## config.mk

```make
export PLATFORM = sky130hd
export DESIGN_NAME = histTdcTop
export DESIGN_NICKNAME = d
export VERILOG_FILES = /design/src/histPkg.sv /design/src/binMapper.sv /design/src/histogramBuilder.sv /design/src/peakFinder.sv /design/src/histTdcTop.sv
export SDC_FILE = /design/constraint.sdc
export NUM_CORES = 1
export LEC_CHECK = 0
export BUFFER_PORTS_ARGS = -buffer_cell sky130_fd_sc_hd__buf_4
export CAP_MARGIN = 30
export CORE_MARGIN = 4
export CORE_UTILIZATION = 56
export DETAILED_ROUTE_END_ITERATION = 7
export PLACE_DENSITY = 0.78
export RECOVER_POWER = 100
export REMOVE_ABC_BUFFERS = 1
export SLEW_MARGIN = 20
export SYNTH_ARGS = -nofsm -noshare
export SYNTH_HDL_FRONTEND = slang
export SYNTH_HIERARCHICAL = 1
export SYNTH_SLANG_ARGS = --single-unit
```

## constraint.sdc

```tcl
create_clock -name clk -period 4.45 [get_ports clk]
set_input_delay 0 -clock clk [delete_from_list [all_inputs] [get_ports clk]]
set_output_delay 0 -clock clk [all_outputs]
set_load 0.005 [all_outputs]
```

## src/histPkg.sv

```systemverilog
`default_nettype none

package histPkg;

    // raw timestamp straight from the tdc
    localparam int TS_WIDTH = 10;

    // bin geometry, same count for coarse and fine histograms
    localparam int BIN_ADDR_WIDTH = 4;
    localparam int NUM_BINS = 16;

    // coarse bin is 64 codes wide, so top 4 timestamp bits
    localparam int COARSE_SHIFT = 6;

    // fine bin is 4 codes wide inside the 64-code window
    localparam int FINE_SHIFT = 2;

    // per-bin counter, saturates at all ones
    localparam int COUNT_WIDTH = 5;

    // accepted strobes per pass, in or out of window
    localparam int ACQ_SAMPLES = 16;
    localparam int ACQ_COUNT_WIDTH = 5;

    // which histogram is being built
    typedef enum logic {
        PHASE_COARSE,
        PHASE_FINE
    } hisPhaseE;

    // builder either takes samples or freezes counts for the scan
    typedef enum logic {
        BUILD_ACCUMULATE,
        BUILD_HOLD
    } builderStateE;

    // peak search engine
    typedef enum logic {
        FIND_IDLE,
        FIND_SCAN
    } finderStateE;

endpackage

`default_nettype wire

```

## src/binMapper.sv

```systemverilog
`timescale 1ns/1ps
`default_nettype none

module binMapper
    import histPkg::*;
(
    input  wire logic                      clk,
    input  wire logic                      arstN,
    input  wire logic [TS_WIDTH-1:0]       roughData,
    input  wire hisPhaseE                  hisPhase,
    input  wire logic                      peakDone,
    input  wire logic [BIN_ADDR_WIDTH-1:0] peakCH,
    output logic      [BIN_ADDR_WIDTH-1:0] binAddr,
    output logic                           inWindow
);

    // lower bound of the fine window
    logic [TS_WIDTH-1:0] windowBase;

    // distance from window base, wraps high when below the base
    logic [TS_WIDTH-1:0] fineOffset;

    // coarse and fine address candidates
    logic [BIN_ADDR_WIDTH-1:0] coarseAddr;
    logic [BIN_ADDR_WIDTH-1:0] fineAddr;

    // window membership, upper bound is implied by offset width
    logic fineHit;

    // window base follows the coarse peak at the end of a coarse pass
    always_ff @(posedge clk or negedge arstN) begin
        if (!arstN) begin
            windowBase <= '0;
        end else if (peakDone && (hisPhase == PHASE_COARSE)) begin
            windowBase <= TS_WIDTH'(peakCH) << COARSE_SHIFT;
        end
    end

    // coarse bin is simply the top timestamp bits
    assign coarseAddr = BIN_ADDR_WIDTH'(roughData >> COARSE_SHIFT);

    assign fineOffset = roughData - windowBase;

    // below-base samples wrap to >= 64, so one check covers both bounds
    assign fineHit = ((fineOffset >> COARSE_SHIFT) == '0);

    // offset / 4 picks the fine bin, only meaningful when fineHit
    assign fineAddr = BIN_ADDR_WIDTH'(fineOffset >> FINE_SHIFT);

    // address and window select per phase
    always_comb begin
        if (hisPhase == PHASE_FINE) begin
            binAddr  = fineAddr;
            inWindow = fineHit;
        end else begin
            // coarse pass bins every sample
            binAddr  = coarseAddr;
            inWindow = 1'b1;
        end
    end

endmodule

`default_nettype wire

```

## src/histogramBuilder.sv

```systemverilog
`timescale 1ns/1ps
`default_nettype none

module histogramBuilder
    import histPkg::*;
(
    input  wire logic                      clk,
    input  wire logic                      arstN,
    input  wire logic                      wrEn,
    input  wire logic [BIN_ADDR_WIDTH-1:0] binAddr,
    input  wire logic                      inWindow,
    input  wire logic                      peakDone,
    input  wire logic [BIN_ADDR_WIDTH-1:0] readAddr,
    output logic      [COUNT_WIDTH-1:0]    binCount,
    output hisPhaseE                       hisPhase,
    output logic                           acqDone,
    output logic                           busy
);

    // one saturating counter per bin
    logic [COUNT_WIDTH-1:0] binCounts [NUM_BINS];

    // accepted strobes in this pass
    logic [ACQ_COUNT_WIDTH-1:0] sampleCount;

    builderStateE builderState;

    // strobe is taken only while accumulating
    logic accept;

    // the accepted strobe closes the pass
    logic lastSample;

    assign accept = wrEn && !busy;
    assign lastSample = (sampleCount == ACQ_COUNT_WIDTH'(ACQ_SAMPLES - 1));

    // busy is just the hold state
    assign busy = (builderState == BUILD_HOLD);

    // scan port, counts are frozen while it is read
    assign binCount = binCounts[readAddr];

    // state, phase and sample counter
    always_ff @(posedge clk or negedge arstN) begin
        if (!arstN) begin
            builderState <= BUILD_ACCUMULATE;
            hisPhase     <= PHASE_COARSE;
            sampleCount  <= '0;
            acqDone      <= 1'b0;
        end else begin
            // single-cycle pulse
            acqDone <= 1'b0;
            case (builderState)
                BUILD_ACCUMULATE: begin
                    if (accept) begin
                        sampleCount <= sampleCount + 1'b1;
                        if (lastSample) begin
                            builderState <= BUILD_HOLD;
                            acqDone      <= 1'b1;
                        end
                    end
                end
                BUILD_HOLD: begin
                    // peak reported, start the other histogram
                    if (peakDone) begin
                        builderState <= BUILD_ACCUMULATE;
                        sampleCount  <= '0;
                        hisPhase     <= (hisPhase == PHASE_COARSE) ? PHASE_FINE
                                                                   : PHASE_COARSE;
                    end
                end
                default: begin
                    builderState <= BUILD_ACCUMULATE;
                end
            endcase
        end
    end

    // bin counters, cleared once the peak is out
    always_ff @(posedge clk or negedge arstN) begin
        if (!arstN) begin
            for (int i = 0; i < NUM_BINS; i++) begin
                binCounts[i] <= '0;
            end
        end else if (busy && peakDone) begin
            for (int i = 0; i < NUM_BINS; i++) begin
                binCounts[i] <= '0;
            end
        end else if (accept && inWindow) begin
            // hold at full scale instead of wrapping
            if (binCounts[binAddr] != '1) begin
                binCounts[binAddr] <= binCounts[binAddr] + 1'b1;
            end
        end
    end

endmodule

`default_nettype wire

```

## src/peakFinder.sv

```systemverilog
`timescale 1ns/1ps
`default_nettype none

module peakFinder
    import histPkg::*;
(
    input  wire logic                      clk,
    input  wire logic                      arstN,
    input  wire logic                      acqDone,
    input  wire hisPhaseE                  hisPhase,
    input  wire logic [COUNT_WIDTH-1:0]    binCount,
    output logic      [BIN_ADDR_WIDTH-1:0] readAddr,
    output logic                           peakDone,
    output logic      [BIN_ADDR_WIDTH-1:0] peakCH,
    output logic      [BIN_ADDR_WIDTH-1:0] peakFH,
    output logic      [TS_WIDTH-1:0]       tofEstimate
);

    finderStateE finderState;

    // running maximum and where it sits
    logic [COUNT_WIDTH-1:0]    maxCount;
    logic [BIN_ADDR_WIDTH-1:0] maxIdx;

    // current bin beats the best so far, strict so ties keep lower index
    logic newMax;

    // final index including the bin being read on the last scan cycle
    logic [BIN_ADDR_WIDTH-1:0] winnerIdx;

    // last address of the sweep
    logic scanEnd;

    // centre of the winning fine bin on the raw timestamp scale
    logic [TS_WIDTH-1:0] tofNext;

    assign newMax = (binCount > maxCount);
    assign winnerIdx = newMax ? readAddr : maxIdx;
    assign scanEnd = (readAddr == BIN_ADDR_WIDTH'(NUM_BINS - 1));

    // coarse start + fine start + half a fine bin
    assign tofNext = (TS_WIDTH'(peakCH) << COARSE_SHIFT)
                   + (TS_WIDTH'(winnerIdx) << FINE_SHIFT)
                   + TS_WIDTH'((1 << FINE_SHIFT) >> 1);

    always_ff @(posedge clk or negedge arstN) begin
        if (!arstN) begin
            finderState <= FIND_IDLE;
            readAddr    <= '0;
            maxCount    <= '0;
            maxIdx      <= '0;
            peakDone    <= 1'b0;
            peakCH      <= '0;
            peakFH      <= '0;
            tofEstimate <= '0;
        end else begin
            peakDone <= 1'b0;
            case (finderState)
                FIND_IDLE: begin
                    // histogram frozen, start sweep at bin 0
                    if (acqDone) begin
                        finderState <= FIND_SCAN;
                        readAddr    <= '0;
                        maxCount    <= '0;
                        maxIdx      <= '0;
                    end
                end
                FIND_SCAN: begin
                    if (newMax) begin
                        maxCount <= binCount;
                        maxIdx   <= readAddr;
                    end
                    if (scanEnd) begin
                        // results valid while peakDone is high
                        finderState <= FIND_IDLE;
                        readAddr    <= '0;
                        peakDone    <= 1'b1;
                        if (hisPhase == PHASE_COARSE) begin
                            peakCH <= winnerIdx;
                        end else begin
                            peakFH      <= winnerIdx;
                            tofEstimate <= tofNext;
                        end
                    end else begin
                        readAddr <= readAddr + 1'b1;
                    end
                end
                default: begin
                    finderState <= FIND_IDLE;
                end
            endcase
        end
    end

endmodule

`default_nettype wire

```

## src/histTdcTop.sv

```systemverilog
`timescale 1ns/1ps
`default_nettype none

module histTdcTop
    import histPkg::*;
(
    input  wire logic                      clk,
    input  wire logic                      arstN,
    input  wire logic                      wrEn,
    input  wire logic [TS_WIDTH-1:0]       roughData,
    output logic                           busy,
    output logic                           peakDone,
    output logic      [BIN_ADDR_WIDTH-1:0] peakCH,
    output logic      [BIN_ADDR_WIDTH-1:0] peakFH,
    output logic      [TS_WIDTH-1:0]       tofEstimate
);

    // decode to execute
    logic [BIN_ADDR_WIDTH-1:0] binAddr;
    logic                      inWindow;

    // execute to result
    logic [COUNT_WIDTH-1:0]    binCount;
    logic                      acqDone;
    hisPhaseE                  hisPhase;

    // result back to execute
    logic [BIN_ADDR_WIDTH-1:0] readAddr;

    // decode, timestamp to bin address
    binMapper uBinMapper (
        .clk      (clk),
        .arstN    (arstN),
        .roughData(roughData),
        .hisPhase (hisPhase),
        .peakDone (peakDone),
        .peakCH   (peakCH),
        .binAddr  (binAddr),
        .inWindow (inWindow)
    );

    // execute, counting and pass control
    histogramBuilder uHistogramBuilder (
        .clk     (clk),
        .arstN   (arstN),
        .wrEn    (wrEn),
        .binAddr (binAddr),
        .inWindow(inWindow),
        .peakDone(peakDone),
        .readAddr(readAddr),
        .binCount(binCount),
        .hisPhase(hisPhase),
        .acqDone (acqDone),
        .busy    (busy)
    );

    // result, peak search and time estimate
    peakFinder uPeakFinder (
        .clk        (clk),
        .arstN      (arstN),
        .acqDone    (acqDone),
        .hisPhase   (hisPhase),
        .binCount   (binCount),
        .readAddr   (readAddr),
        .peakDone   (peakDone),
        .peakCH     (peakCH),
        .peakFH     (peakFH),
        .tofEstimate(tofEstimate)
    );

endmodule

`default_nettype wire

```

Yosys cells after proc, flatten, opt, wreduce, memory -nomap -nowiden
Cells that the tools add are included.
{ "op_classes": {"add_sub_neg": 6, "magnitude_cmp": 4, "eq_ne": 7, "mux": 36, "bitwise": 5, "reduce_logical": 15} }
{ "op_table": {"columns": ["cell", "n"], "rows": [
  ["2-to-1 mux 80 bit", 3],
  ["bitwise mux 80 bit", 1],
  ["2-to-1 mux 5 bit", 9],
  ["binary-select mux 5 bit (select 4 bit)", 2],
  ["demux 5 bit (select 4 bit)", 1],
  ["one-hot mux 5 bit (2 select lines)", 2],
  ["2-to-1 mux 4 bit", 4],
  ["one-hot mux 4 bit (2 select lines)", 2],
  ["adder 10 x 2 -> 10 bit (second input constant)", 1],
  ["adder 10 x 6 -> 10 bit", 1],
  ["adder 5 x 1 -> 5 bit (second input constant)", 2],
  ["greater-or-equal comparator 5 bit (second input constant)", 2],
  ["logical NOT 10 bit", 1],
  ["2-to-1 mux 1 bit", 10],
  ["inverter 4 -> 5 bit", 2],
  ["subtractor 10 bit", 1],
  ["AND reduction 2 bit", 4],
  ["AND reduction 3 bit", 2],
  ["equality test 5 x 4 -> 1 bit (second input constant)", 1],
  ["> comparator 5 bit", 1],
  ["logical AND 1 bit", 5],
  ["< comparator 5 x 1 -> 1 bit (second input constant)", 1],
  ["!= test 5 bit (second input constant)", 1],
  ["adder 4 x 1 -> 4 bit (second input constant)", 1],
  ["7 further kinds", 13]
]} }
{ "totals": {"reg_bits": 125, "in_bits": 13, "out_inout_bits": 20, "elab_cells": 102} }

Longest topological paths before layout
Gate-level depths: netlist (run 1).
{ "depth": {"depth_word": 11, "depth_mapped": 20, "mapped_depth_nobuf": 13} }

Hierarchy
The synthesis (run 1) kept the hierarchy.
{ "by_module_without_submodules": {"columns": ["module", "instances", "cells_per_inst", "area_per_inst_um2"], "rows": [
  ["histogramBuilder", 1, 468, 5108.6],
  ["peakFinder", 1, 146, 1360.1],
  ["binMapper", 1, 30, 311.5]
]} }

Worst setup path before layout (run 1)
No wires, ideal clock.
{ "synth_timing": {"path_kind": "register -> register", "startpoint": "reg uHistogramBuilder.hisPhase", "endpoint": "reg uHistogramBuilder/binCounts[3] (netlist name)", "setup_time_ps": 80, "arrival_time_ps": 4373, "required_ps": 4370, "slack_ps": -3, "stages_incl_launch_ff": 19, "n_path_buf": 7, "period_less_slack_ps": 4453, "path_cell_list": "dfrtp_1 -> o21ai_0 -> buf_6 -> buf_12 -> mux4_2 -> mux4_2 -> buf_6 -> buf_6 -> ha_1 -> and3_1 -> ha_1 -> nor4bb_1 -> clkbuf_1 -> clkbuf_1 -> nand4_1 -> clkbuf_1 -> nor2_1 -> nand4_1 -> o211ai_2"} }
{ "synth_between": {"elab_chain_cells": 10, "word_cells_on_any_way": 21, "cone_classes": "add/sub: 1; order compare: 2; eq/ne: 1; mux: 11; bitwise: 1; reduce/logical: 5"} }
{ "synth_lines": {"columns": ["item", "line_no", "rtl"], "rows": [
  ["start: declaration", "histogramBuilder.sv:15", "output hisPhaseE hisPhase,"],
  ["start signal: assignment", "histogramBuilder.sv:68", "hisPhase <= (hisPhase == PHASE_COARSE) ? PHASE_FINE"],
  ["2-to-1 mux 4 bit (*)", "binMapper.sv:52", "if (hisPhase == PHASE_FINE) begin"],
  ["net binAddr[0]", "histTdcTop.sv:19", "logic [BIN_ADDR_WIDTH-1:0] binAddr;"],
  ["inverter 4 -> 5 bit (implied by the code) (*)", "histogramBuilder.sv:91, histogramBuilder.sv:92", null],
  ["binary-select mux 5 bit (select 4 bit), or another cell as far along", "histogramBuilder.sv:91, histogramBuilder.sv:92", null],
  ["2-to-1 mux 5 bit (implied by the code) or logical AND 1 bit (tied branches)", "histogramBuilder.sv:91, histogramBuilder.sv:92", null],
  ["2-to-1 mux 5 bit (on tied branches)", "histogramBuilder.sv:91, histogramBuilder.sv:92", null],
  ["adder 5 x 1 -> 5 bit or demux 5 bit (select 4 bit) (tied branches)", "histogramBuilder.sv:92", "binCounts[binAddr] <= binCounts[binAddr] + 1'b1;"],
  ["bitwise mux 80 bit", "histogramBuilder.sv:92", null],
  ["2-to-1 mux 80 bit", "histogramBuilder.sv:91", "if (binCounts[binAddr] != '1) begin"],
  ["2-to-1 mux 80 bit", "histogramBuilder.sv:89", "end else if (accept && inWindow) begin"],
  ["2-to-1 mux 80 bit", "histogramBuilder.sv:85", "end else if (busy && peakDone) begin"],
  ["end signal: indexed assignment", "histogramBuilder.sv:92", null],
  ["end: declaration", "histogramBuilder.sv:21", "logic [COUNT_WIDTH-1:0] binCounts [NUM_BINS];"]
]} }
The timed path passes the listed nets; every way through them passes the cells marked *. The select of a mux whose other input is x is not followed.
A chain may end at the register's enable or synchronous reset.

Final worst setup path (run 1)
{ "layout_timing": {"startpoint": "reg uHistogramBuilder.hisPhase", "endpoint": "reg uHistogramBuilder/binCounts[49] (netlist name)"} }
Same word-level chain as after synthesis.

==> results.sh, run 1 <==
export IMPL_grt_antenna_before_repair=0
export IMPL_final_core_util_pct=65.9
export IMPL_die_area_sq_mm=0.0139
export IMPL_async_flop_share_pct=100
export IMPL_drtAntennaViolNets=0
export IMPL_tightest_slew_ps=1460
export IMPL_path_cells="mux2_2 -> buf_4 -> mux4_2 -> mux4_2 -> and3_1 -> ha_1 -> nor4bb_2 -> buf_4 -> nand4_1 -> clkbuf_2 -> a21oi_1 -> nor2_1"
export IMPL_fmaxAchievable_mhz=231
export IMPL_io_pins=33
export IMPL_synth_edf_count=0
export IMPL_power_w=0.00431
export IMPL_path_clk_slew_ps=60
export IMPL_grt_pass1_wl_microns=29100
export IMPL_power_frac_comb_pct=31.7
export IMPL_post_cts_resized=0
export IMPL_yosysWarnings=6
export IMPL_switching_share_pct=35.4
export IMPL_grtUsageTotal_pct=26.6
export IMPL_postRouteWirelength_microns=18000
export IMPL_slew_viol_final=0
export IMPL_core_area_sq_mm=0.0116
export IMPL_period_share_pct=97.4
export IMPL_netlist_instances=644
export IMPL_rr_startpoint="uHistogramBuilder/hisPhase"
export IMPL_p_int_w=0.00278
export IMPL_synth_area_sq_mm=0.00678
export IMPL_yosys_top_cells_area="dfrtp_1 44%, mux4_2 15%, nand3_1 6.3%"
export IMPL_ys_ff_latch=120
export IMPL_ff2ff_path_depth=12
export IMPL_antenna_cells=0
export IMPL_rsz0062_at_grt="false"
export IMPL_netSwitchingPower_w=0.00153
export IMPL_clkPwrFrac_pct=32.8
export IMPL_synthFlopType="dfrtp_1"
export IMPL_max_stage_delay_ps=670
export IMPL_cts_made_buffers=17
export IMPL_required_ps=4720
export IMPL_synth_top_area_share_pct=44.3
export IMPL_worst_setup_path_end_kind="register"
export IMPL_drive_above_1_share_pct=22.4
export IMPL_clock_sinks=120
export IMPL_relSlewSlack_pct=2.73
export IMPL_outcome="finished clean"
export IMPL_hpwl_microns=11200
export IMPL_ys_types=45
export IMPL_place_congestion=0.887
export IMPL_dp_cells=778
export IMPL_tritoncts="done"
export IMPL_yosysSeqAreaShare_pct=44.3
export IMPL_critPathKind="reg -> reg"
export IMPL_p_leak_nw=3.40
export IMPL_grt_pass1_vias=5503
export IMPL_vias_per_cell=6.81
export IMPL_rows=39
export IMPL_path_max_fanout=21
export IMPL_die_y_microns=118
export IMPL_die_width_microns=118
export IMPL_p_per_area_mw_per_mm2=562
export IMPL_final_common_cell="dfrtp_1"
export IMPL_vdd_drop_max_uv=398
export IMPL_drc=0
export IMPL_grt_max_degree=74
export IMPL_final_cells=813
export IMPL_hp_class="in -> async"
export IMPL_final_net_count=683
export IMPL_r2r_end="uHistogramBuilder/binCounts[49]"
export IMPL_cts_root_buf="clkbuf_16"
export IMPL_htree_levels=4
export IMPL_r2r_setup_slack_ps=120
export IMPL_fin_skew_ps=10.5
export IMPL_clk_latency_ps=410
export IMPL_min_period_ps=4330
export IMPL_numPortBuffers=29
export IMPL_final_cell_mix="120 x dfrtp_1, 85 x nand3_1, 64 x o21ai_0, 45 x mux4_2, 45 x nor2_1"
export IMPL_grt_overflow_total=0
export IMPL_slowest_stage="mux2_2"
export IMPL_avgSynthCellArea_sq_um=10.5
export IMPL_post_drt_wl_per_cell_microns=22.1
export IMPL_dr_first_iter_drc_count=604
export IMPL_hold_viol_final=0
export IMPL_firstDrtPassIters=5
export IMPL_maxCapViolCount=0
export IMPL_start_util_pct=58.4
export IMPL_cp_start_kind="register"
export IMPL_arrival_ps=4600
export IMPL_setup_violations=0
export IMPL_synth_largest_area_cell="dfrtp_1"
export IMPL_area_growth_pct=12.9
export IMPL_cp_num_buf_inv=3
export IMPL_clock_path_buffers=2
export IMPL_p_seq_share_pct=35.4
export IMPL_vias=5537
export IMPL_finalSetupTns_ps=0
export IMPL_cpLargestDelayFamily="multiplexers"
## per-stage QoR
stage	hold WS [ps]	setup slack (ps)	cell area (sq um)
2_1_floorplan	-296	-3480	6420
3_3_place_gp	182	371	7080
3_5_place_dp	200	275	7080
4_1_cts	302	192	7710
5_1_grt	489	7.05	7660
6_report	466	116	7660
## area by class of cell
type / instances / area [sq um]
Clock inverter: 11 / 146
Tap cell: 143 / 179
Multi-Input combinational cell: 438 / 3330
Sequential cell: 120 / 3000
Timing Repair Buffer: 63 / 472
Clock buffer: 21 / 460
Fill cell: 827 / 3960
Inverter: 17 / 63.8
## routing by layer
layer  vias to the layer above  part of all wire (%)  GRT usage (%)
met2                       285                    52           45.7
met5                         -                     0              0
li1                       2414                     -              -
met1                      2802                    38           33.1
met3                        36                   7.2           5.67
met4                         0                   2.3           9.96
## sequential cells by signal, summed over array words and instances, names as in the netlist
register and cells:
uPeakFinder/maxCount 5, uHistogramBuilder/binCounts 80, uPeakFinder/maxIdx 4, uHistogramBuilder/sampleCount 5
uHistogramBuilder/busy 1, uPeakFinder/finderState 1, uPeakFinder/tofEstimate 6, uHistogramBuilder/acqDone 1
uPeakFinder/peakFH 3, uPeakFinder/readAddr 4, uPeakFinder/peakCH 4, uPeakFinder/peakDone 1
uHistogramBuilder/hisPhase 1, uBinMapper/windowBase 4
## how the worst max path moves through the flow
stage | from | endpoint | slack [ps] | depth (start not counted)
after detailed placement | uHistogramBuilder/hisPhase | uHistogramBuilder/binCounts[49] | 280 | 12
final | uHistogramBuilder/hisPhase | uHistogramBuilder/binCounts[49] | 120 | 12
after global placement | uHistogramBuilder/hisPhase | uHistogramBuilder/binCounts[49] | 370 | 12
after CTS | uHistogramBuilder/hisPhase | uHistogramBuilder/binCounts[49] | 190 | 12
after global routing | uHistogramBuilder/hisPhase | uHistogramBuilder/binCounts[44] | 7 | 12
after floorplan | uHistogramBuilder/hisPhase | uHistogramBuilder/binCounts[3] | -3480 | 10
## power by group through the flow
stage | combinational (W) | sequential (W) | clock (W)
2_1_floorplan | 0.000886 | 0.00152 | 0
3_3_place_gp | 0.00125 | 0.00150 | 0
3_5_place_dp | 0.00132 | 0.00152 | 0
4_1_cts | 0.00135 | 0.00152 | 0.00142
5_1_grt | 0.00148 | 0.00155 | 0.00147
6_report | 0.00137 | 0.00153 | 0.00141
## what timing repair did
item	4_1_cts	5_1_grt
setup buffers	0	0
hold buffers	2	0
endpoints found under the hold margin	71	0
## kinds of logic after synthesis
family                     count (synthesis)  synth area share [%]
and+or+nand+nor                          237                  17.3
AOI/OAI and AO/OA                        129                  12.1
DFF                                      120                  44.3
buffers and inverters                     86                  6.26
muxes                                     53                  16.9
adders and majority gates                 13                  2.40
xor gates and xnor gates                   5                 0.646
other                                      1                0.0553
## cells in the mapped netlist (8+ instances only)
cell type / count
a22o_1: 8
buf_2: 10
o21ai_1: 10
nand4_1: 34
dfrtp_1: 120
ha_1: 13
clkbuf_1: 37
nand3_1: 85
nor2_1: 45
a311o_1: 9
a21oi_1: 16
mux4_2: 45
buf_4: 9
o21ai_0: 62
nand2_1: 44
inv_1: 16
No activity file was read; power rests on OpenSTA's default activity.
==> run 2, diff against run 1 <==
--- a/config.mk
+++ b/config.mk
@@ -12,7 +12,6 @@
 export DETAILED_ROUTE_END_ITERATION = 7
 export PLACE_DENSITY = 0.78
 export RECOVER_POWER = 100
-export REMOVE_ABC_BUFFERS = 1
 export SLEW_MARGIN = 20
 export SYNTH_ARGS = -nofsm -noshare
 export SYNTH_HDL_FRONTEND = slang
==> results.sh, run 2 (same netlist as run 1, synthesis figures left out) <==
export IMPL_critPathKind="reg -> reg"
export IMPL_drc=0
export IMPL_postRouteWirelength_microns=17000
export IMPL_htree_levels=4
export IMPL_cp_start_kind="register"
export IMPL_maxCapViolCount=1
export IMPL_die_width_microns=118
export IMPL_vdd_drop_max_uv=452
export IMPL_clock_sinks=120
export IMPL_die_area_sq_mm=0.0139
export IMPL_final_cell_mix="120 x dfrtp_1, 85 x nand3_1, 61 x o21ai_0, 45 x mux4_2, 45 x nor2_1"
export IMPL_setup_violations=0
export IMPL_path_cells="buf_4 -> nand2_1 -> o21ai_4 -> buf_6 -> mux4_2 -> mux4_2 -> and3_1 -> ha_1 -> nor4bb_1 -> buf_4 -> nand4_1 -> buf_4 -> o21ai_0"
export IMPL_max_stage_delay_ps=560
export IMPL_grt_pass1_vias=5520
export IMPL_die_y_microns=118
export IMPL_grt_antenna_before_repair=0
export IMPL_cp_startpoint="uHistogramBuilder/hisPhase"
export IMPL_firstDrtPassIters=5
export IMPL_hold_path_end="uPeakFinder/tofEstimate[1]"
export IMPL_hold_start="uPeakFinder/tofEstimate[1]"
export IMPL_grt_overflow_total=0
export IMPL_slew_viol_final=69
export IMPL_grt_pass1_wl_microns=28200
export IMPL_vias=5425
export IMPL_violations="capacitance limit, slew limit"
export IMPL_rows=39
export IMPL_hold_depth=1
export IMPL_antenna_cells=0
export IMPL_area_growth_pct=12.1
export IMPL_final_cells=811
export IMPL_worst_setup_path_end_kind="register"
export IMPL_path_max_fanout=16
export IMPL_dp_cells=778
export IMPL_path_clk_slew_ps=50
export IMPL_final_common_cell="dfrtp_1"
export IMPL_arrival_ps=4570
export IMPL_r2r_end="uHistogramBuilder/binCounts[62]"
export IMPL_cp_num_cells=13
export IMPL_start_util_pct=58.4
export IMPL_relSlewSlack_pct=-143
export IMPL_drive_above_1_share_pct=21.9
export IMPL_clk_latency_ps=420
export IMPL_regMostFlops="uHistogramBuilder/binCounts"
export IMPL_final_net_count=682
export IMPL_finalSetupTns_ps=0
export IMPL_required_ps=4750
export IMPL_p_leak_nw=3.37
export IMPL_cp_num_buf_inv=4
export IMPL_place_congestion=0.857
export IMPL_biggestRegsByFlops="uHistogramBuilder/binCounts: 80 flops, uPeakFinder/tofEstimate: 6 flops"
export IMPL_hold_viol_final=0
export IMPL_drtAntennaViolNets=0
export IMPL_hpwl_microns=11000
export IMPL_fin_skew_ps=6.66
export IMPL_grt_max_degree=69
export IMPL_min_period_ps=4270
export IMPL_core_area_sq_mm=0.0116
export IMPL_grtUsageTotal_pct=25.5
export IMPL_dr_first_iter_drc_count=619
export IMPL_p_per_area_mw_per_mm2=560
export IMPL_vias_per_cell=6.69
export IMPL_tightest_slew_ps=3650
export IMPL_cpMostUsedCell="buf_4"
export IMPL_fmaxAchievable_mhz=234
export IMPL_synth_fp_nets=670
export IMPL_post_drt_wl_per_cell_microns=21.0
export IMPL_power_w=0.00425
export IMPL_cts_root_buf="clkbuf_16"
export IMPL_rsz0062_at_grt="false"
export IMPL_tritoncts="done"
export IMPL_cts_made_buffers=17
export IMPL_numPortBuffers=29
export IMPL_hp_class="reg -> reg"
export IMPL_largest_reg_flops=80
export IMPL_ff2ff_path_depth=13
export IMPL_period_share_pct=96.0
export IMPL_outcome="finished, violations left"
export IMPL_clock_path_buffers=2
export IMPL_slowest_stage="mux4_2"
export IMPL_cpLargestDelayFamily="multiplexers"
export IMPL_r2r_setup_slack_ps=180
export IMPL_rr_startpoint="uHistogramBuilder/hisPhase"
export IMPL_io_pins=33
[run 2: through the flow]
step                util (%)  worst slack [ps]  instance area [sq um]  hold slack [ps]
floorplan                  -              99.2                   6780             -296
global placement        60.9               354                   7070              143
detailed placement      60.9               258                   7070              160
CTS                     66.2               161                   7680              266
global route            65.4              40.9                   7600              503
finish                  65.4               178                   7600              465
[run 2: repair_timing]
item / in CTS / in global routing
hold endpoints to repair: 69 / 0
gates resized for setup: 0 / 1
buffers inserted: 0 / 0
hold buffers: 2 / 0
setup endpoints to repair: 0 / 13
[run 2: worst max-delay path by stage]
stage / endpoint / slack (ps)
5_1_grt: uHistogramBuilder/binCounts[21] / 40
2_1_floorplan: uHistogramBuilder/binCounts[3] / 100
3_3_place_gp: uHistogramBuilder/binCounts[44] / 350
3_5_place_dp: uHistogramBuilder/binCounts[33] / 260
6_report: uHistogramBuilder/binCounts[62] / 180
4_1_cts: uHistogramBuilder/binCounts[62] / 160
[run 2: metal layers]
layer	vias up	wire length, microns	global-route usage, %
li1	2403	-	-
met1	2735	6700	32.3
met2	257	8860	43.4
met3	30	1170	6.10
met4	0	265	8.21
met5	-	0	0
[run 2: power breakdown]
group,internal [W],total [W],switching [W]
Clock,0.000892,0.00139,0.000498
Sequential,0.00131,0.00151,0.000198
Combinational,0.000546,0.00135,0.000806
Total,0.00275,0.00425,0.00150
[run 2: cell type report]
type	count	area [sq um]
sequential	120	3000
clock buffer	20	447
fill	826	4020
multi-input combinational	438	3330
timing repair buffer	62	428
inverter	17	63.8
tap	143	179
clock inverter	11	149
[run 2: worst register-to-register path, delay by kind of cell, from the launching register on]
family                     cells  cell delay [ps]
AOI/OAI and AO/OA              2              490
adders and majority gates      1              200
buffers and inverters          4             1020
DFF                            1              490
muxes                          2             1100
and+or+nand+nor                4              860
==> run 3, diff against run 2 <==
--- a/config.mk
+++ b/config.mk
@@ -9,6 +9,7 @@
 export CAP_MARGIN = 30
 export CORE_MARGIN = 4
 export CORE_UTILIZATION = 56
+export CTS_BUF_LIST = sky130_fd_sc_hd__clkbuf_16
 export DETAILED_ROUTE_END_ITERATION = 7
 export PLACE_DENSITY = 0.78
 export RECOVER_POWER = 100
==> results.sh, run 3 (same netlist as run 1, synthesis figures left out) <==
export IMPL_postRouteWirelength_microns=16900
export IMPL_htree_levels=4
export IMPL_arrival_ps=4530
export IMPL_die_area_sq_mm=0.0139
export IMPL_final_cell_mix="120 x dfrtp_1, 85 x nand3_1, 61 x o21ai_0, 45 x mux4_2, 45 x nor2_1"
export IMPL_clk_latency_ps=420
export IMPL_violations="capacitance limit, slew limit"
export IMPL_start_util_pct=58.4
export IMPL_relSlewSlack_pct=-144
export IMPL_worst_setup_path_end_kind="register"
export IMPL_clkPwrFrac_pct=32.3
export IMPL_drive_above_1_share_pct=21.9
export IMPL_switching_share_pct=35.5
export IMPL_p_per_area_mw_per_mm2=557
export IMPL_maxCapViolCount=1
export IMPL_clock_sinks=120
export IMPL_power_frac_comb_pct=31.9
export IMPL_hold_depth=1
export IMPL_clock_path_buffers=2
export IMPL_cp_start_kind="register"
export IMPL_n_fill_cell=828
export IMPL_firstDrtPassIters=5
export IMPL_cpLargestDelayFamily="multiplexers"
export IMPL_regMostFlops="uHistogramBuilder/binCounts"
export IMPL_regArea_sq_mm=0.00300
export IMPL_cts_made_buffers=17
export IMPL_drc=0
export IMPL_fin_skew_ps=6.27
export IMPL_max_stage_delay_ps=560
export IMPL_io_pins=33
export IMPL_hp_class="reg -> reg"
export IMPL_numPortBuffers=29
export IMPL_fin_area_sq_mm=0.00759
export IMPL_fmaxAchievable_mhz=234
export IMPL_hold_viol_final=0
export IMPL_tightest_slew_ps=3660
export IMPL_antenna_cells=0
export IMPL_worst_hold_slack_ps=464
export IMPL_biggestRegsByFlops="uHistogramBuilder/binCounts: 80 flops, uPeakFinder/tofEstimate: 6 flops"
export IMPL_grtUsageTotal_pct=25.3
export IMPL_p_int_w=0.00273
export IMPL_die_y_microns=118
export IMPL_p_leak_nw=3.37
export IMPL_dr_first_iter_drc_count=592
export IMPL_setup_violations=0
export IMPL_rows=39
export IMPL_required_ps=4710
export IMPL_area_growth_pct=12.0
export IMPL_rsz0062_at_grt="false"
export IMPL_path_clk_slew_ps=50
export IMPL_hpwl_microns=11000
export IMPL_period_share_pct=95.8
export IMPL_dpl_cell_area_sq_mm=0.00707
export IMPL_path_cells="buf_4 -> nand2_1 -> o21ai_4 -> buf_6 -> mux4_2 -> mux4_2 -> and3_1 -> ha_1 -> nor4bb_1 -> buf_4 -> nand4_1 -> buf_4 -> nand3_1 -> o21ai_0"
export IMPL_finalSetupTns_ps=0
export IMPL_place_congestion=0.857
export IMPL_cp_num_cells=14
export IMPL_drtAntennaViolNets=0
export IMPL_grt_max_degree=69
export IMPL_core_area_sq_mm=0.0116
export IMPL_vdd_drop_max_uv=450
export IMPL_path_max_fanout=16
export IMPL_cts_setup_buffers=0
export IMPL_critPathKind="reg -> reg"
export IMPL_largest_reg_flops=80
export IMPL_grt_antenna_before_repair=0
export IMPL_outcome="finished, violations left"
export IMPL_tritoncts="done"
export IMPL_grt_pass1_wl_microns=28000
export IMPL_p_seq_share_pct=35.7
export IMPL_die_width_microns=118
export IMPL_grt_overflow_total=0
export IMPL_slew_viol_final=69
export IMPL_post_drt_wl_per_cell_microns=20.9
export IMPL_slowest_stage="mux4_2"
export IMPL_synth_fp_nets=670
export IMPL_cp_num_buf_inv=4
export IMPL_cpMostUsedCell="buf_4"
export IMPL_multi_input_area_sq_mm=0.00333
export IMPL_final_net_count=682
export IMPL_grt_pass1_vias=5530
export IMPL_final_common_cell="dfrtp_1"
export IMPL_netSwitchingPower_w=0.00150
export IMPL_vias_per_cell=6.76
export IMPL_min_period_ps=4270
export IMPL_vias=5479
export IMPL_cts_root_buf="clkbuf_16"
export IMPL_ff2ff_path_depth=14
-- run 3: changes by cell type in the layout (fill, tap and decap cells not counted), sizes merged --
cell and delta:
clkbuf -3, clkinv +1, inv +2
-- run 3: power by group through the flow --
| stage | registers (W) | logic [W] | clock network [W] |
|---|---|---|---|
| after floorplan | 0.00145 | 0.00103 | 0 |
| after global placement | 0.00148 | 0.00126 | 0 |
| after detailed placement | 0.00151 | 0.00133 | 0 |
| after CTS | 0.00150 | 0.00134 | 0.00138 |
| after global routing | 0.00153 | 0.00147 | 0.00144 |
| final | 0.00151 | 0.00135 | 0.00137 |
-- run 3: through the flow --
step,utilization (%),power (W),instances,worst slack [ps]
final,65.4,0.00423,811,185
after global routing,65.4,0.00444,811,40.9
after CTS,66.1,0.00423,811,161
after detailed placement,60.9,0.00284,778,258
after global placement,60.9,0.00274,778,354
after floorplan,-,0.00248,644,99.2
-- run 3: metal layers --
layer	GRT usage [%]	routed length, microns	vias to the layer above
met5	0	0	-
met4	8.28	263	0
met3	6.10	1080	37
met2	43.3	8870	276
met1	31.9	6710	2757
li1	-	-	2409
-- run 3: path summary, 6_finish.rpt --
check	startpoint	endpoint	slack, ps
max in group asynchronous	arstN	uHistogramBuilder/binCounts[18]	890
setup reg to reg	uHistogramBuilder/hisPhase	uHistogramBuilder/binCounts[62]	180
hold / removal	uPeakFinder/tofEstimate[1]	uPeakFinder/tofEstimate[1]	460
min in group asynchronous	arstN	uPeakFinder/tofEstimate[6]	1390
setup / recovery	uHistogramBuilder/hisPhase	uHistogramBuilder/binCounts[62]	180
hold reg to reg	uPeakFinder/tofEstimate[1]	uPeakFinder/tofEstimate[1]	460
-- run 3: layout make-up --
type	instances	share of cell area (%)
Tap cell	143	2.36
Clock buffer	17	5.60
Inverter	17	0.840
Sequential cell	120	39.6
Clock inverter	14	2.11
Timing Repair Buffer	62	5.69
Multi-Input combinational cell	438	43.9
-- run 3: timing repair --
action / in CTS / in global routing
setup endpoints to repair: 0 / 13
hold endpoints to repair: 69 / 0
hold buffers: 2 / 0
gates resized for setup: 0 / 1
